--- config.mk ---
export PLATFORM = sky130hd
export DESIGN_NAME = reg_file
export DESIGN_NICKNAME = d
export VERILOG_FILES = /design/src/rtl/reg_file.sv
export VERILOG_INCLUDE_DIRS = /design/src /design/src/include
export SDC_FILE = /design/constraint.sdc
export NUM_CORES = 2
export LEC_CHECK = 0
export ABC_CLOCK_PERIOD_IN_PS = 4250
export BUFFER_PORTS_ARGS = -buffer_cell sky130_fd_sc_hd__buf_2
export CORE_ASPECT_RATIO = 0.6
export CORE_MARGIN = 1.5
export CORE_UTILIZATION = 60
export DETAILED_ROUTE_END_ITERATION = 12
export GPL_ROUTABILITY_DRIVEN = 0
export GPL_TIMING_DRIVEN = 0
export PLACE_DENSITY_LB_ADDON = 0.15
export SYNTH_ARGS = -nofsm -noshare
export SYNTH_HDL_FRONTEND = slang
export SYNTH_SLANG_ARGS = --single-unit
--- constraint.sdc ---
create_clock -name clk -period 4.25 [get_ports clk]
set_input_delay 0.425 -clock clk [delete_from_list [all_inputs] [get_ports clk]]
set_output_delay 0.425 -clock clk [all_outputs]
set_load 0.02 [all_outputs]
--- src/include/rv_core_config.svh ---
`ifndef RV_CORE_CONFIG_SVH
`define RV_CORE_CONFIG_SVH

// Data path width in bits
`define RV_XLEN 32

// Architectural register count, x0 included
`define RV_NREGS 32

// Data memory depth in 32-bit words
`define RV_DMEM_WORDS 256

`endif
--- src/rtl/reg_file.sv ---
`timescale 1ns/1ps
`include "rv_core_config.svh"

module reg_file #(
	parameter int AW = $clog2(`RV_NREGS)
) (
	input  logic                clk,
	input  logic                rst,
	input  logic [AW-1:0]       raddr1,
	input  logic [AW-1:0]       raddr2,
	output logic [`RV_XLEN-1:0] rdata1,
	output logic [`RV_XLEN-1:0] rdata2,
	input  logic                we,
	input  logic [AW-1:0]       waddr,
	input  logic [`RV_XLEN-1:0] wdata
);

	logic [`RV_XLEN-1:0] regs [`RV_NREGS];

	// Writes to x0 are dropped
	always_ff @(posedge clk) begin
		if (rst) begin
			for (int i = 0; i < `RV_NREGS; i++) begin
				regs[i] <= '0;
			end
		end else if (we && (waddr != '0)) begin
			regs[waddr] <= wdata;
		end
	end

	// x0 always reads zero
	assign rdata1 = (raddr1 == '0) ? '0 : regs[raddr1];
	assign rdata2 = (raddr2 == '0) ? '0 : regs[raddr2];

endmodule

==> metrics.md <==
| Metric | Value |
|---|---|
| Seq/Total Area, Yosys | `a little under three fifths` |
| Layout cells sized above 1 | `about a quarter` |
| Post-synthesis cell area | `about 0.054 mm²` |
| Worst setup path category | `input port to output pin` |
| Fraction of registers with async set/reset | `0%` |
| Vias in the first global route | `approximately 37000` |
| First-pass GRT wire length | `about 280000 µm` |
| Area Growth Syn to Fin | `9.804%` |
| Fillcell total | `between 6000 and 7000` |
| Outcome | `finished with violations` |
| Gr usage total | `between 40% and 50%` |
| Setup crit start kind | `input port` |
| Via density | `7.550` |
| WP buf/inv | `5` |
| PwrDens | `403.3 mW/mm²` |
| Worst path cell trace | `buf_2, buf_2, nor2b_1, clkbuf_2, clkbuf_1, a22o_1, a2111oi_1, nor3_1, buf_2` |
| Final setup margin | `-0.2424 ns` |
| CTS clk-pin slew, worst paths | `0.06 ns` |
| I/O pin total | `approximately 110` |
| Core area | `0.08965 mm²` |
| Final hold vios | `0` |
| Row count | `85` |
| Worst path arrival time | `slightly above 4 ns` |
| Tcrit/Tclk final | `105.7%` |
| Worst path required time | `approximately 3.8 ns` |
| TritonCTS clock tree | `yes` |
| Biggest register | `regs` |
| Post-Syn Instances | `about 3500` |
| Final Util | `roughly two thirds` |
| Leakage | `between 20 and 25 nW` |
| Worst slew pin tran | `1.535 ns` |
| Antenna violations before repair | `6` |
| Failing checks | `capacitance limit, slew limit, setup timing` |
| Chip Width | `~400 µm` |
| Residual DRC count | `0` |
| Mean post-synth cell area | `roughly 15 µm²` |
| Cts bufs inserted | `95` |
| Fmax | `approximately 220 MHz` |
| Die Ht | `235.9 µm` |
| Crit path to | `rdata2[11]` |
| Number of synthesized flops with an enable pin | `~1000` |
| Starting Density | `around 60%` |
| Synth Flop Type | `edfxtp_1` |
| Post-route ant nets | `0` |
| Overall routed net length | `a little over 200000 µm` |
| H-tree Lvls | `3` |
| Worst Path Max Fanout | `10` |
| CP delay by family, top | `buffers and inverters` |
| Tightest Hold Check Type | `input port to flip-flop` |
| Starting DRT DRC Count | `7135` |
| Worst Hold Margin | `around 0.09 ns` |
| Synthesized flop and latch total | `between 1000 and 1500` |
| Via count | `37990` |
| Worst Setup SP | `raddr2[3]` |
| Drt wl/cell | `between 40 and 50 µm` |
| Reg area | `roughly 0.031 mm²` |
| Die ar. | `about 0.092 mm²` |
| Fin. max-slew vios | `11` |
| Worst vdd ir | `about 350 µV` |
| Largest regs | `regs: 1024 flops` |
| Ys Warns | `0` |
| Max reg flops | `a little over 1000` |
| Sum of negative setup slack | `-1.186 ns` |
| Grt ovf | `0` |
| Drt first pass iters | `8` |
| Max stage delay on crit path | `0.94 ns` |
| Final min period | `4.492 ns` |
| Fin nets | `about 3800` |
| Hold_buf cts | `0` |
| Largest net degree at the start of global routing | `33` |
| # setup viols final | `12` |
| Post-DP HPWL | `~140000 µm` |
| Slowest cell on crit path | `nor3_1` |
| Max Root-Sink Buffers | `3` |
| Final total power | `around 24 mW` |
| Unrepaired setup endpoints after global routing | `no` |
| # clock sinks | `between 1000 and 1500` |
| Most common cell on crit path | `buf_2` |
| CP Depth | `9` |
| Root buf cell | `clkbuf_16` |
| Port bufs | `107` |
| Area of the multi-input gates | `0.02183 mm²` |
| Crit. End Element | `output pin` |
| Slew headroom | `-2.315%` |
| Max-Cap Viols | `2` |
| Yosys cell types | `42` |
-- timing repair --
action                                  in CTS  in global routing
pin swaps                                    0                  0
buffers inserted                             4                  0
gates resized for setup                      9                 19
endpoints found under the setup margin      25                 10
-- routing by layer --
metal / GRT usage (%) / up-vias / routed length [µm]
met5: 0 / - / 87
met4: 21.55 / 10 / 12160
met3: 23.25 / 787 / 40170
met2: 59.77 / 4313 / 82760
met1: 58.89 / 18840 / 69320
li1: - / 14040 / -
-- synthesized netlist by cell type (6+ instances only) --
cell type	number	area share [%]
a2111oi_0	14	0.23
a2111oi_1	41	0.76
a211oi_1	7	0.097
a21oi_1	12	0.11
a22o_1	51	0.82
a22oi_1	16	0.22
and2_1	995	11
buf_1	11	0.076
buf_2	46	0.42
buf_4	38	0.53
buf_6	21	0.44
clkbuf_1	271	1.9
edfxtp_1	1024	57
mux2_2	30	0.62
mux2i_1	150	2.8
mux4_2	472	20
nand2_1	7	0.048
nor2_1	36	0.25
nor2b_1	14	0.16
nor3_1	54	0.50
nor4_1	6	0.069
o22ai_1	103	1.2
or2_2	33	0.38
-- worst min path at each step --
stage                       end  cells past startpoint  slack [ns]      start
finish               regs[5][6]                      2        0.09   wdata[6]
floorplan           regs[1][31]                      1        0.62  wdata[31]
global route         regs[5][6]                      2        0.07   wdata[6]
detailed placement   regs[5][2]                      2        0.79   wdata[2]
global placement     regs[5][6]                      2        0.78   wdata[6]
CTS                  regs[5][2]                      2        0.06   wdata[2]
-- placed cells by master, fill, tap and decap left out, drive strengths merged, types with 4 or more instances in the layout --
cell	count
nand2	7
and2	995
conb	32
edfxtp	1024
a21oi	12
nor3	54
nand2b	5
or2	33
or3b	4
nor4	6
nor2	36
a22o	51
nand3	5
clkbuf	377
clkinv	41
buf	226
nor2b	14
bufinv	9
o21ai	4
inv	8
mux2	30
a211oi	7
a32o	4
a22oi	16
a2111oi	55
mux4	472
nand3b	5
clkinvlp	6
o22ai	103
a221oi	4
mux2i	150
-- power by group --
part,leakage (nW),switching [mW],internal [mW]
Clock,1.47,4.04,4.72
Combinational,9.25,2.02,1.22
Sequential,9.75,0.339,11.7
-- cells by family (layout without fill, tap and decap cells) --
family	after synthesis	in the layout	synth area share [%]
other	1	34	0.006912
DFF	1024	1024	56.68
and+or+nand+nor	1177	1177	13.33
AOI/OAI and AO/OA	259	259	3.651
buffers and inverters	389	668	3.351
muxes	652	652	22.98
-- cell type report --
class	count	share of cell area, %
Clock inverter	62	0.9325
Timing Repair Buffer	113	1.029
Buffer	382	3.050
Clock buffer	109	4.150
Sequential cell	1024	51.62
Tap cell	1218	2.558
Antenna cell	2	0.008401
Inverter	2	0.01260
Multi-Input combinational cell	2120	36.64
-- per-stage QoR --
stage               std cells  setup WS (ns)  cell area [µm²]
floorplan                3533          1.409            54370
global placement         4858        -0.4327            56430
detailed placement       4860        -0.4790            56470
CTS                      5031       0.001345            59540
global route             5030        0.02561            59570
finish                   5032        -0.2424            59570
(Power assumes the default switching activity.)
