## src/include/rv_core_config.svh

```systemverilog
`ifndef RV_CORE_CONFIG_SVH
`define RV_CORE_CONFIG_SVH

// Data path width in bits
`define RV_XLEN 32

// Architectural register count, x0 included
`define RV_NREGS 32

// Data memory depth in 32-bit words
`define RV_DMEM_WORDS 256

`endif
```

## src/rtl/rv_core_pkg.sv

```systemverilog
`include "rv_core_config.svh"

package rv_core_pkg;

	// ALU operation select
	typedef enum logic [3:0] {
		ALU_ADD    = 4'd0,
		ALU_SUB    = 4'd1,
		ALU_AND    = 4'd2,
		ALU_OR     = 4'd3,
		ALU_XOR    = 4'd4,
		ALU_SLT    = 4'd5,
		ALU_SLTU   = 4'd6,
		ALU_SLL    = 4'd7,
		ALU_SRL    = 4'd8,
		ALU_SRA    = 4'd9,
		ALU_PASS_B = 4'd10
	} alu_op_t;

	// What a retired instruction did
	typedef enum logic [1:0] {
		RET_NONE    = 2'd0,
		RET_WRITE   = 2'd1,
		RET_STORE   = 2'd2,
		RET_ILLEGAL = 2'd3
	} retire_kind_t;

	// Decoder output
	typedef struct packed {
		logic                reg_write;
		logic                mem_read;
		logic                mem_write;
		logic                mem_to_reg;
		logic                alu_src_imm;
		logic                illegal;
		alu_op_t             alu_op;
		logic [4:0]          rs1;
		logic [4:0]          rs2;
		logic [4:0]          rd;
		logic [`RV_XLEN-1:0] imm;
	} ctrl_t;

	// One record per retired instruction
	typedef struct packed {
		logic                valid;
		retire_kind_t        kind;
		logic [4:0]          rd;
		logic [`RV_XLEN-1:0] value;
		logic [`RV_XLEN-1:0] addr;
	} retire_t;

endpackage

```

## src/rtl/control.sv

```systemverilog
`timescale 1ns/1ps
`include "rv_core_config.svh"

module control (
	input  logic [31:0]        instr,
	output rv_core_pkg::ctrl_t ctrl
);
	import rv_core_pkg::*;

	localparam logic [6:0] OPC_OP     = 7'b0110011;
	localparam logic [6:0] OPC_OP_IMM = 7'b0010011;
	localparam logic [6:0] OPC_LUI    = 7'b0110111;
	localparam logic [6:0] OPC_LOAD   = 7'b0000011;
	localparam logic [6:0] OPC_STORE  = 7'b0100011;

	logic [6:0]          opcode;
	logic [2:0]          funct3;
	logic [6:0]          funct7;
	logic [`RV_XLEN-1:0] imm_i;
	logic [`RV_XLEN-1:0] imm_s;
	logic [`RV_XLEN-1:0] imm_u;
	logic                legal;
	alu_op_t             op;

	assign opcode = instr[6:0];
	assign funct3 = instr[14:12];
	assign funct7 = instr[31:25];

	// Sign-extended immediates for each format
	assign imm_i = {{20{instr[31]}}, instr[31:20]};
	assign imm_s = {{20{instr[31]}}, instr[31:25], instr[11:7]};
	assign imm_u = {instr[31:12], 12'b0};

	// Opcode, then funct3, then funct7
	always_comb begin
		legal = 1'b0;
		op = ALU_ADD;
		case (opcode)
			OPC_OP: begin
				case (funct3)
					3'b000: begin
						case (funct7)
							7'b0000000: begin legal = 1'b1; op = ALU_ADD; end
							7'b0100000: begin legal = 1'b1; op = ALU_SUB; end
							default: ;
						endcase
					end
					3'b001: if (funct7 == 7'b0000000) begin legal = 1'b1; op = ALU_SLL; end
					3'b010: if (funct7 == 7'b0000000) begin legal = 1'b1; op = ALU_SLT; end
					3'b011: if (funct7 == 7'b0000000) begin legal = 1'b1; op = ALU_SLTU; end
					3'b100: if (funct7 == 7'b0000000) begin legal = 1'b1; op = ALU_XOR; end
					3'b101: begin
						case (funct7)
							7'b0000000: begin legal = 1'b1; op = ALU_SRL; end
							7'b0100000: begin legal = 1'b1; op = ALU_SRA; end
							default: ;
						endcase
					end
					3'b110: if (funct7 == 7'b0000000) begin legal = 1'b1; op = ALU_OR; end
					3'b111: if (funct7 == 7'b0000000) begin legal = 1'b1; op = ALU_AND; end
					default: ;
				endcase
			end
			OPC_OP_IMM: begin
				case (funct3)
					3'b000: begin legal = 1'b1; op = ALU_ADD; end
					3'b010: begin legal = 1'b1; op = ALU_SLT; end
					3'b011: begin legal = 1'b1; op = ALU_SLTU; end
					3'b100: begin legal = 1'b1; op = ALU_XOR; end
					3'b110: begin legal = 1'b1; op = ALU_OR; end
					3'b111: begin legal = 1'b1; op = ALU_AND; end
					// Shift immediates reuse funct7 as the shift type
					3'b001: if (funct7 == 7'b0000000) begin legal = 1'b1; op = ALU_SLL; end
					3'b101: begin
						case (funct7)
							7'b0000000: begin legal = 1'b1; op = ALU_SRL; end
							7'b0100000: begin legal = 1'b1; op = ALU_SRA; end
							default: ;
						endcase
					end
					default: ;
				endcase
			end
			OPC_LUI: begin
				legal = 1'b1;
				op = ALU_PASS_B;
			end
			// Word access only
			OPC_LOAD: if (funct3 == 3'b010) begin legal = 1'b1; op = ALU_ADD; end
			OPC_STORE: if (funct3 == 3'b010) begin legal = 1'b1; op = ALU_ADD; end
			// Branches, jumps, AUIPC and anything else
			default: ;
		endcase
	end

	// Flags follow the opcode class once the encoding is known good
	always_comb begin
		ctrl = '0;
		ctrl.rs1 = instr[19:15];
		ctrl.rs2 = instr[24:20];
		ctrl.rd = instr[11:7];
		ctrl.alu_op = op;
		ctrl.illegal = ~legal;
		if (legal) begin
			ctrl.reg_write = (opcode != OPC_STORE);
			ctrl.mem_read = (opcode == OPC_LOAD);
			ctrl.mem_to_reg = (opcode == OPC_LOAD);
			ctrl.mem_write = (opcode == OPC_STORE);
			ctrl.alu_src_imm = (opcode != OPC_OP);
			case (opcode)
				OPC_STORE: ctrl.imm = imm_s;
				OPC_LUI:   ctrl.imm = imm_u;
				OPC_OP:    ctrl.imm = '0;
				default:   ctrl.imm = imm_i;
			endcase
		end
	end

endmodule

```

## config.mk

```make
export PLATFORM = sky130hd
export DESIGN_NAME = control
export DESIGN_NICKNAME = d
export VERILOG_FILES = /design/src/rtl/rv_core_pkg.sv /design/src/rtl/control.sv
export VERILOG_INCLUDE_DIRS = /design/src /design/src/include
export SDC_FILE = /design/constraint.sdc
export NUM_CORES = 1
export LEC_CHECK = 0
export ABC_AREA = 0
export BUFFER_PORTS_ARGS = -buffer_cell sky130_fd_sc_hd__buf_2
export CAP_MARGIN = 20
export CORE_UTILIZATION = 37
export DETAILED_ROUTE_END_ITERATION = 7
export PLACE_DENSITY = 0.81
export SYNTH_ARGS = -nofsm -noshare
export SYNTH_HDL_FRONTEND = slang
export SYNTH_SLANG_ARGS = --single-unit
```

## constraint.sdc

```tcl
create_clock -name vclk -period 1.8
set_input_delay 0.18 -clock vclk [all_inputs]
set_output_delay 0.18 -clock vclk [all_outputs]
set_load 0.005 [all_outputs]
```

==> impl_metrics.json <==
{
  "outcome": "finished, violations left",
  "violations": "negative setup slack",
  "grt_pass1_vias": 1312,
  "die_y_um": 55.8,
  "dp_cells": 277,
  "grt.overflow.total": 0,
  "wl_per_cell_um": 13.6,
  "critical_path_class": "input port to output pin",
  "syn_avg_cell_area_um2": 6.29,
  "grt_usage_pct": 22.6,
  "grt_pass1_wl_um": 6000,
  "multi_input_area_um2": 946,
  "routed-wl-met2_um": 1900,
  "finalWorstSetupSlack_ps": -176,
  "synth_area_leaders": "a21oi_1, buf_4, and2_1",
  "dieArea_mm2": 0.00311,
  "cpPeakStageDelay_ps": 560,
  "critPathCaptureType": "output pin",
  "p_comb_share_pct": 100.0,
  "synth_most_common_cell": "a21oi_1",
  "min_path_type": "input port to output pin",
  "holdPathStages": 2,
  "power.density_mw_per_mm2": 145,
  "p_int_w": 0.000118,
  "antenna_found_initial": 0,
  "path_cells": "buf_6 > or4_4 > o41ai_4 > a22oi_2 > buf_6 > nor3_2 > buf_2",
  "dr.pass1.iters": 4,
  "cp_slowest_cell": "or4_4",
  "syn_nets": 202,
  "yosys.area.top_type": "a21oi_1",
  "postSynthCellCount": 170,
  "worstSetupStartpointType": "input port",
  "seqPwrFrac_pct": 0,
  "net-switching-power_w": 0.000127,
  "drt-met1-wl_um": 1620,
  "holdWs_ps": 542,
  "dieWidth_um": 55.8,
  "synthDistinctLibCells": 38,
  "drive_above_1_share_pct": 58.0,
  "syn_area_mm2": 0.00107,
  "final_cells": 281,
  "ys_seq_area_share_pct": 0,
  "io_buffers": 89,
  "tightest_slew_ps": 524,
  "via_per_inst": 5.64,
  "routed_wl_um": 3820,
  "period_share_pct": 110,
  "nClkBuffers": 0,
  "holdBufCountCts": 0,
  "netlist.area_leader.share_pct": 22.0,
  "ys_warn_count": 0,
  "n_sequential_cell": 0,
  "antenna_cells": 0,
  "critPathRequiredTime_ps": 1620,
  "gp_congestion": 0.878,
  "start_util_pct": 38.8,
  "core_area_mm2": 0.00276,
  "areaGrowthSynthToFinish_pct": 57.4,
  "drc": 0,
  "fmax_mhz": 506,
  "vias": 1584,
  "grt_max_degree": 20,
  "utilization_pct": 61.1,
  "setup_violations": 39,
  "hold_start": "instr[18]",
  "ios": 89,
  "max_cap_violations": 0,
  "cp.arrival_ps": 1800,
  "path_max_fanout": 5,
  "rsz0062_at_grt": "true",
  "finalSetupTns_ps": -4080,
  "p_leak_nw": 0.855,
  "antenna_left": 0,
  "rows": 19,
  "relSlewSlack_pct": 65.1,
  "slew_violations": 0,
  "timing.hold.worst_endpoint": "ctrl[45]",
  "min_period_ps": 1980,
  "finalHoldViolations": 0,
  "nFillCells": 285,
  "hpwl_um": 2810,
  "drt-initial-drc-count": 40,
  "max-vdd-ir-drop_mv": 0.108,
  "p_clk_share_pct": 0,
  "cpMostUsedCell": "buf_6",
  "met3_length_um": 294,
  "topRoutingLayerUsed": "met3",
  "p_sw_share_pct": 51.9,
  "seq_area_um2": 0,
  "ys_top_cells_by_count": "a21oi_1, buf_4, clkbuf_1, o21ai_0",
  "final_nets": 284
}
[critical path, delay by kind of cell]
kind	cells	cell delay, ps
AOI/OAI and AO/OA	2	450
buffers and inverters	3	410
and+or+nand+nor	2	750
[cells in the final DEF, fill, tap and decap left out, drive strengths merged, types with 2 or more instances in the layout]
cell type | netlist | routed
nor4bb | 2 | 2
a32o | 2 | 2
inv | 6 | 6
a21oi | 47 | 47
nand2 | 5 | 5
buf | 22 | 115
and3 | 2 | 2
a211oi | 2 | 2
a41oi | 5 | 5
a2bb2oi | 5 | 5
nand4 | 2 | 2
and2 | 9 | 9
nor3 | 4 | 4
or4 | 2 | 2
nor2 | 3 | 3
nor2b | 8 | 8
nand2b | 3 | 3
nor3b | 6 | 6
a22oi | 2 | 2
o21ai | 10 | 10
[through the flow]
| step | total power (W) | setup WS, ps | area, µm² |
|---|---|---|---|
| after global placement | 0.000218 | -235 | 1530 |
| after CTS | 0.000233 | -139 | 1620 |
| after floorplan | 0.000138 | 37.7 | 1070 |
| after global routing | 0.000268 | -250 | 1680 |
| after detailed placement | 0.000222 | -251 | 1530 |
| final | 0.000245 | -176 | 1680 |
[metal layers]
layer  global-route usage, %  vias to the layer above
met2                    41.0                       77
met3                    2.79                        0
met5                       0                        -
met4                   0.714                        0
met1                    30.1                      732
li1                        -                      775
[cell type report]
cell class | instances | area share (%)
inverters | 6 | 1.34
multi-input cells | 129 | 56.2
well taps | 31 | 2.30
repair buffers | 115 | 40.2
[worst max path at each step]
stage / from / endpoint / slack [ps] / cells past startpoint
2_1_floorplan: instr[27] / ctrl[8] / 40 / 5
3_3_place_gp: instr[27] / ctrl[12] / -240 / 7
3_5_place_dp: instr[27] / ctrl[7] / -250 / 7
4_1_cts: instr[29] / ctrl[9] / -140 / 7
5_1_grt: instr[29] / ctrl[11] / -250 / 7
6_report: instr[29] / ctrl[11] / -180 / 7
[logic make-up (layout without fill, tap and decap cells)]
kind of cell              count (synthesis)  count (layout)  share of synthesized area, %
xor gates and xnor gates                  1               1                         0.819
and+or+nand+nor                          48              48                          30.2
AOI/OAI and AO/OA                        79              79                          46.8
buffers and inverters                    41             121                          21.3
muxes                                     1               1                         0.936
[power groups by stage]
stage	Clock [W]	Sequential, W	Combinational, W
finish	0	0	0.000245
global route	0	0	0.000268
CTS	0	0	0.000233
detailed placement	0	0	0.000222
global placement	0	0	0.000218
floorplan	0	0	0.000138
[timing repair]
action                     in CTS  in global routing
setup endpoints to repair      39                 40
gates resized for setup        18                 10
setup buffers                   1                  3
pin swaps                       9                  3
gates cloned                    1                  0
Power figures use the tool's default switching activity.
