$ cat config.mk
export PLATFORM = sky130hd
export DESIGN_NAME = alu
export DESIGN_NICKNAME = d
export VERILOG_FILES = /design/src/rtl/rv_core_pkg.sv /design/src/rtl/alu.sv
export VERILOG_INCLUDE_DIRS = /design/src /design/src/include
export SDC_FILE = /design/constraint.sdc
export NUM_CORES = 1
export LEC_CHECK = 0
export ABC_AREA = 1
export BUFFER_PORTS_ARGS = -buffer_cell sky130_fd_sc_hd__buf_4
export CAP_MARGIN = 25
export CORE_AREA = 2 2 136 138
export DETAILED_ROUTE_END_ITERATION = 7
export DIE_AREA = 0 0 138 140
export PLACE_DENSITY = 0.91
export SYNTH_ARGS = -nofsm -noshare
export SYNTH_HDL_FRONTEND = slang
export SYNTH_SLANG_ARGS = --single-unit
$ cat constraint.sdc
create_clock -name vclk -period 3.59
set_input_delay 0.1795 -clock vclk [all_inputs]
set_output_delay 0.1795 -clock vclk [all_outputs]
set_load 0.005 [all_outputs]
$ cat src/include/rv_core_config.svh
`ifndef RV_CORE_CONFIG_SVH
`define RV_CORE_CONFIG_SVH

// Data path width in bits
`define RV_XLEN 32

// Architectural register count, x0 included
`define RV_NREGS 32

// Data memory depth in 32-bit words
`define RV_DMEM_WORDS 256

`endif
$ cat src/rtl/rv_core_pkg.sv
`include "rv_core_config.svh"

package rv_core_pkg;

	// ALU operation select
	typedef enum logic [3:0] {
		ALU_ADD    = 4'd0,
		ALU_SUB    = 4'd1,
		ALU_AND    = 4'd2,
		ALU_OR     = 4'd3,
		ALU_XOR    = 4'd4,
		ALU_SLT    = 4'd5,
		ALU_SLTU   = 4'd6,
		ALU_SLL    = 4'd7,
		ALU_SRL    = 4'd8,
		ALU_SRA    = 4'd9,
		ALU_PASS_B = 4'd10
	} alu_op_t;

	// What a retired instruction did
	typedef enum logic [1:0] {
		RET_NONE    = 2'd0,
		RET_WRITE   = 2'd1,
		RET_STORE   = 2'd2,
		RET_ILLEGAL = 2'd3
	} retire_kind_t;

	// Decoder output
	typedef struct packed {
		logic                reg_write;
		logic                mem_read;
		logic                mem_write;
		logic                mem_to_reg;
		logic                alu_src_imm;
		logic                illegal;
		alu_op_t             alu_op;
		logic [4:0]          rs1;
		logic [4:0]          rs2;
		logic [4:0]          rd;
		logic [`RV_XLEN-1:0] imm;
	} ctrl_t;

	// One record per retired instruction
	typedef struct packed {
		logic                valid;
		retire_kind_t        kind;
		logic [4:0]          rd;
		logic [`RV_XLEN-1:0] value;
		logic [`RV_XLEN-1:0] addr;
	} retire_t;

endpackage

$ cat src/rtl/alu.sv
`timescale 1ns/1ps
`include "rv_core_config.svh"

module alu (
	input  rv_core_pkg::alu_op_t op,
	input  logic [`RV_XLEN-1:0]  a,
	input  logic [`RV_XLEN-1:0]  b,
	output logic [`RV_XLEN-1:0]  y
);
	import rv_core_pkg::*;

	logic [4:0] shamt;
	logic       lt_signed;
	logic       lt_unsigned;

	// Only the low five bits count for shifts
	assign shamt = b[4:0];

	assign lt_signed = ($signed(a) < $signed(b));
	assign lt_unsigned = (a < b);

	always_comb begin
		case (op)
			ALU_ADD:    y = a + b;
			ALU_SUB:    y = a - b;
			ALU_AND:    y = a & b;
			ALU_OR:     y = a | b;
			ALU_XOR:    y = a ^ b;
			ALU_SLT:    y = {{(`RV_XLEN-1){1'b0}}, lt_signed};
			ALU_SLTU:   y = {{(`RV_XLEN-1){1'b0}}, lt_unsigned};
			ALU_SLL:    y = a << shamt;
			ALU_SRL:    y = a >> shamt;
			// Arithmetic shift keeps the sign bit
			ALU_SRA:    y = $signed(a) >>> shamt;
			// LUI passes its immediate straight through
			ALU_PASS_B: y = b;
			default:    y = '0;
		endcase
	end

endmodule

==> results of run 1 <==
-- layout make-up --
type                       instances  area, um^2  area share (%)
tap                              229       286.5           2.554
timing repair buffer             116       883.3           7.875
multi-input combinational       1798        8802           78.47
inverter                         331        1245           11.10
-- final timing paths --
path / to / slack, ns / depth (start not counted)
max: y[12] / 0.72 / 14
min: y[6] / 0.83 / 6
-- where the power goes --
group	total (mW)	switching [mW]	internal, mW
Sequential	0	0	0
Combinational	1.67	1.16	0.515
Clock	0	0	0
-- cell families after synthesis --
kind of cell / synth area share [%]
AOI/OAI and AO/OA: 10.88
xor gates and xnor gates: 0.08298
adders and majority gates: 11.99
buffers and inverters: 16.62
and+or+nand+nor: 60.42
-- per-stage QoR --
stage / setup slack [ns] / total power [mW]
finish: 0.7232 / 1.673
global placement: 0.9067 / 1.573
CTS: 0.8307 / 1.598
global route: 0.6184 / 1.813
detailed placement: 0.8430 / 1.591
floorplan: 1.231 / 1.052
-- cells in the final DEF, fill, tap and decap left out, types with 2 or more instances in the layout --
cell / n
a211oi_1: 2
a21oi_1: 86
a31oi_1: 4
and2_1: 18
buf_4: 115
fa_1: 2
ha_1: 98
inv_1: 316
inv_2: 13
nand2_1: 819
nand2_2: 4
nand3_1: 415
nand3_2: 2
nand3b_1: 5
nand4_1: 27
nor2_1: 167
nor2_2: 7
nor2_4: 2
nor3_1: 22
o211ai_1: 26
o21ai_0: 53
o21ai_1: 3
o21bai_1: 8
o221ai_1: 5
o22ai_1: 12
or2_2: 2
-- routing by layer --
layer / routed length, um / track usage (%)
met5: 0 / 0
met4: 3558 / 25.89
met3: 6577 / 8.000
met2: 20340 / 75.85
met1: 17710 / 61.45
==> results.toml, run 1 <==
[pwr]
power_per_cell_area_nw_per_um2 = 149.2
ir_drop_v = 0.0001590
leakagePower_nw = 6.670

[yosys]
netlist_instances = 2226
avgSynthCellArea_um2 = 4.742
synth_common_cells = "nand2_1, nand3_1, inv_1"
seq_area_frac_synth_pct = 0
synth_area_um2 = 10560
synth_area_leaders = "nand2_1, nand3_1, ha_1"
ys_types = 42
synthesis.nets = 2394
synth_area_leader_cell = "nand2_1"
synth_top_area_share_pct = 29.12
yosysMostFrequentCell = "nand2_1"
yosys_warnings = 0

[routing]
avgViaCountPerCell = 6.205
wl_per_cell_um = 19.48
ant_nets = 0
drtPass1Iterations = 8
wirelength_um = 48190
drt_iter0_markers = 1924
vias = 15350
drcViolationCount = 0

[finish]
final_cell_area_um2 = 11220
drive_above_1_share_pct = 6.637
area_growth_pct = 6.258
seq_area_um2 = 0
layout.nets = 2415
nFlopsAndLatches = 0
diodes = 0
fin_util_pct = 63.09
final_cells = 2474
fillers = 1969
clock_buffers = 0

[global_route]
antenna_found_initial = 0
grt_max_degree = 65
grt_usage_pct = 47.62
overflow = 0
grt_pass1_vias = 13690
grt_pass1_wl_um = 73800

[place]
placedInstanceArea_um2 = 11220
place.gp.congestion = 1.095
dp.cells = 2474
portBuffers = 100
hpwl_um = 39060

[hold_path]
hold_start = "b[6]"
hold_class = "input port to output port"

[floorplanning]
pin_count = 100
core_um2 = 17780
die_area_um2 = 19320
initial_core_util_pct = 59.37
fp-row-count = 49
die_h_um = 140
dieWidth_um = 138

[sta]
slew-limit-headroom_pct = 47.17
slew_viol_final = 0
rsz0062_at_grt = "no"
fin_crit_sh_pct = 79.86
fin_crit_ns = 2.867
fin_hold_ws_ns = 0.8350
tns_ns = 0
finalHoldViolCount = 0
tightest_slew_ns = 0.7905
setup_violations = 0
max_freq_mhz = 348.8

[job]
drv_cap = 0

[worst_setup_path]
timing.critical_path.arrival_ns = 2.69
critPathLaunchType = "input port"
crit_path_cell_trace = "buf_4 > inv_2 > fa_1 > inv_1 > nand3_1 > nand3_1 > nand2_1 > nand3_1 > nand2_1 > nand2_1 > nor2_1 > nor3_1 > nand2_1 > buf_4"
path_class = "input port to output port"
cp-end-kind = "output port"
worst_path_largest_cell_delay_ns = 0.47
path_delay_family = "simple AND/OR/NAND/NOR gates"
required_ns = 3.41
worst-path-buf-inv = 4
startpoint = "b[1]"
cp_slowest_cell = "fa_1"
crit_fanout = 25
crit_top_cell = "nand2_1"

[cts]
cts_resized = 0
cts_hold_buf = 0
postCtsSetupRepairBufs = 0

[status]
status = "finished clean"
No activity file was read; power rests on OpenSTA's default activity.
==> inputs of run 2 (changes only) <==
ABC_AREA = 0   (was 1)
CORE_AREA = 2 2 124 126   (was 2 2 136 138)
DIE_AREA = 0 0 126 128   (was 0 0 138 140)
clock period = 2.7 ns   (was 3.59 ns; I/O delays follow)
==> run 2 against run 1 <==
Net effect:
- the flow now stops in global routing (5_1_grt)
- synthesized area shrank 18%
- synthesized cell count decreased by 40%
==> results.toml, run 2 <==
[status]
status = "stopped before the end"
flow.stopped_at = "global routing (5_1_grt)"
first-error = "[ERROR GRT-0116] Global routing finished with congestion. Check the congestion regions in the DRC Viewer."

[floorplanning]
initial_core_util_pct = 58.18
dieWidth_um = 126
fp-row-count = 45
pin_count = 100
die_h_um = 128

[cts]
cts_hold_buf = 0

[global_route]
grt_pass1_vias = 15980
grt_usage_pct = 78.00
grt_max_degree = 76
overflow = 8
grt_pass1_wl_um = 96520

[yosys]
avgSynthCellArea_um2 = 6.517
synth_common_cells = "nor2_1, o21ai_0, a21oi_1"
synth_area_um2 = 8648
netlist_instances = 1327
synth_top_area_share_pct = 14.18
seq_area_frac_synth_pct = 0
synthesis.nets = 1495
synth_area_leaders = "ha_1, o21ai_0, mux4_2"
synth_area_leader_cell = "ha_1"
yosysMostFrequentCell = "nor2_1"
ys_types = 76
yosys_warnings = 0

[place]
place.gp.congestion = 1.156
dp.cells = 1784
portBuffers = 100
hpwl_um = 33070
[run 2: cell count changes after synthesis, moves of 59 or more]
cell      previous run  this run
o21ai_0             53       133
clkbuf_1            13        74
inv_1              316       107
nand2_1            819       119
mux2i_1              0        59
nand3_1            415        28
[run 2: what timing repair did]
item / CTS
pin swaps: 60
gates cloned: 3
gates resized for setup: 190
endpoints found under the setup margin: 31
buffers inserted: 26
[run 2: routing by layer]
metal,global-route usage [%],overflow
met2,91.37,5
met5,45.82,0
met1,77.03,0
met3,68.45,0
met4,74.66,3
[run 2: through the flow]
stage          setup WS (ns)  cell area (um^2)  TNS, ns
2_1_floorplan        -0.2247              8855  -0.4965
3_3_place_gp         -0.5692             11430   -7.960
3_5_place_dp         -0.7170             11430   -12.15
4_1_cts              -0.4340             12470   -3.020
[run 2: cells by family after synthesis]
family | count (synthesis) | synth area share, %
compound gates | 484 | 36.57
xor+xnor | 16 | 1.620
fa+ha+maj | 100 | 14.64
buf+inv | 215 | 9.780
mux | 104 | 16.46
simple gates | 408 | 20.92
==> inputs of run 3 (changes only) <==
CORE_AREA = 2 2 151 153   (was 2 2 124 126)
DIE_AREA = 0 0 153 155   (was 0 0 126 128)
PLACE_DENSITY = unset   (was 0.91)
PLACE_DENSITY_LB_ADDON = 0.15   (was unset)
==> run 3 against run 2 <==
Net effect:
- the flow now finishes, with violations (setup timing)
- synthesized area stayed put
- synthesized cell count is the same
==> results.toml, run 3 <==
[status]
status = "finished, violations left"
violations = "setup timing"

[floorplanning]
core_um2 = 22230
initial_core_util_pct = 38.91
dieWidth_um = 153
fp-row-count = 55
pin_count = 100
die_area_um2 = 23720
die_h_um = 155

[sta]
fin_crit_ns = 3.112
slew-limit-headroom_pct = 55.09
finalHoldViolCount = 0
rsz0062_at_grt = "yes"
fin_crit_sh_pct = 115.3
max_freq_mhz = 321.4
setup_violations = 18
slew_viol_final = 0
setup_slack_ns = -0.4118
tightest_slew_ns = 0.6736
tns_ns = -3.388

[routing]
wl_per_cell_um = 23.11
drcViolationCount = 0
ant_nets = 0
avgViaCountPerCell = 6.237
drtPass1Iterations = 8
drt_iter0_markers = 1262
wirelength_um = 45690
vias = 12330

[pwr]
power_mw = 3.026
power_per_cell_area_nw_per_um2 = 222.8
switching_share_pct = 53.12
power_frac_comb_pct = 100.0
seqPwrFrac_pct = 0
ir_drop_v = 0.00009908
internal_power_mw = 1.419
p_clk_share_pct = 0
power.net_switching_mw = 1.608
leakagePower_nw = 6.110

[place]
hpwl_um = 34720
pre_cts_slack_ns = -0.7039
place.gp.congestion = 0.9844
portBuffers = 100

[worst_setup_path]
cp_slowest_cell = "a2111oi_4"
path_delay_family = "compound AO/OA/AOI/OAI gates"
crit_end = "y[28]"
startpoint = "a[0]"
critPathLaunchType = "input port"
crit_fanout = 3
cp-end-kind = "output port"
worst_path_largest_cell_delay_ns = 0.42
path_class = "input port to output port"
timing.critical_path.arrival_ns = 2.98
required_ns = 2.57
worst-path-buf-inv = 3
crit_path_cell_trace = "buf_8 > inv_4 > ha_4 > fa_2 > o21bai_4 > o2111ai_4 > a2111oi_4 > o211ai_2 > o311a_1 > or2_4 > a221o_1 > a211o_1 > buf_6"
cp.depth = 13

[global_route]
antenna_found_initial = 0
grt_pass1_wl_um = 68040
grt_usage_pct = 36.50
grt_pass1_vias = 11580
grt_max_degree = 61
overflow = 0

[yosys]
netlist_instances = 1327
ys_types = 76
synth_area_leader_cell = "ha_1"
yosys_warnings = 0
synth_common_cells = "nor2_1, o21ai_0, a21oi_1"
synth_area_um2 = 8648
avgSynthCellArea_um2 = 6.517
synthesis.nets = 1495
seq_area_frac_synth_pct = 0
synth_top_area_share_pct = 14.18
synth_area_leaders = "ha_1, o21ai_0, mux4_2"
yosysMostFrequentCell = "nor2_1"

[finish]
layout.nets = 1862
area_growth_pct = 57.05
diodes = 0
nFlopsAndLatches = 0
final_cell_mix = "buf_4, nor2_1, nand2_1"
final_common_cell = "buf_4"
fin_util_pct = 61.10
fillers = 2109
seq_area_um2 = 0
clock_buffers = 0
drive_above_1_share_pct = 40.48

[job]
drv_cap = 0

[hold_path]
hold_class = "input port to output port"
run 3: power by group through the flow:
| stage | registers, mW | clock network, mW | logic (mW) |
|---|---|---|---|
| 6_report | 0 | 0 | 3.03 |
| 3_3_place_gp | 0 | 0 | 2.48 |
| 2_1_floorplan | 0 | 0 | 1.31 |
| 3_5_place_dp | 0 | 0 | 2.48 |
| 4_1_cts | 0 | 0 | 2.80 |
| 5_1_grt | 0 | 0 | 3.21 |
run 3: layout make-up:
| class | count | area, um^2 | share of cell area [%] |
|---|---|---|---|
| inverters | 110 | 474.2 | 3.491 |
| well taps | 285 | 356.6 | 2.626 |
| multi-input cells | 1112 | 8801 | 64.80 |
| repair buffers | 470 | 3950 | 29.08 |
run 3: worst min-delay path by stage:
| stage | startpoint | slack, ns | end | cells past startpoint |
|---|---|---|---|---|
| final | b[17] | 0.65 | y[17] | 4 |
| after detailed placement | b[17] | 0.65 | y[17] | 4 |
| after global routing | b[19] | 0.69 | y[19] | 4 |
| after floorplan | b[12] | 0.40 | y[12] | 2 |
| after CTS | b[17] | 0.65 | y[17] | 4 |
| after global placement | b[17] | 0.65 | y[17] | 4 |
run 3: timing repair:
action                                 CTS  global route
cloned                                   3             2
setup buffers                           30            16
hold buffers                             0             0
setup endpoints to repair               32            28
pin swaps                               60            53
endpoints found under the hold margin    0             0
gates resized for setup                199            91
run 3: per-layer routing:
metal | vias to the layer above | global-route usage, % | part of all wire, %
li1 | 5639 | - | -
met1 | 5842 | 48.65 | 40
met2 | 714 | 56.57 | 44
met3 | 135 | 8.412 | 11
met4 | 0 | 15.78 | 5.2
met5 | - | 0 | 0
run 3: kinds of logic after synthesis:
group	count (synthesis)	share of synthesized area (%)
xor gates and xnor gates	16	1.620
muxes	104	16.46
AOI/OAI and AO/OA	484	36.57
buffers and inverters	215	9.780
and+or+nand+nor	408	20.92
adders and majority gates	100	14.64
run 3: per-stage QoR:
step                      cells  hold WS [ns]  instance area, um^2
after global placement     1931        0.6487                11950
after detailed placement   1931        0.6458                11950
final                      1977        0.6508                13580
after CTS                  1961        0.6504                13070
after floorplan            1327        0.4019                 8855
after global routing       1977        0.6855                13580
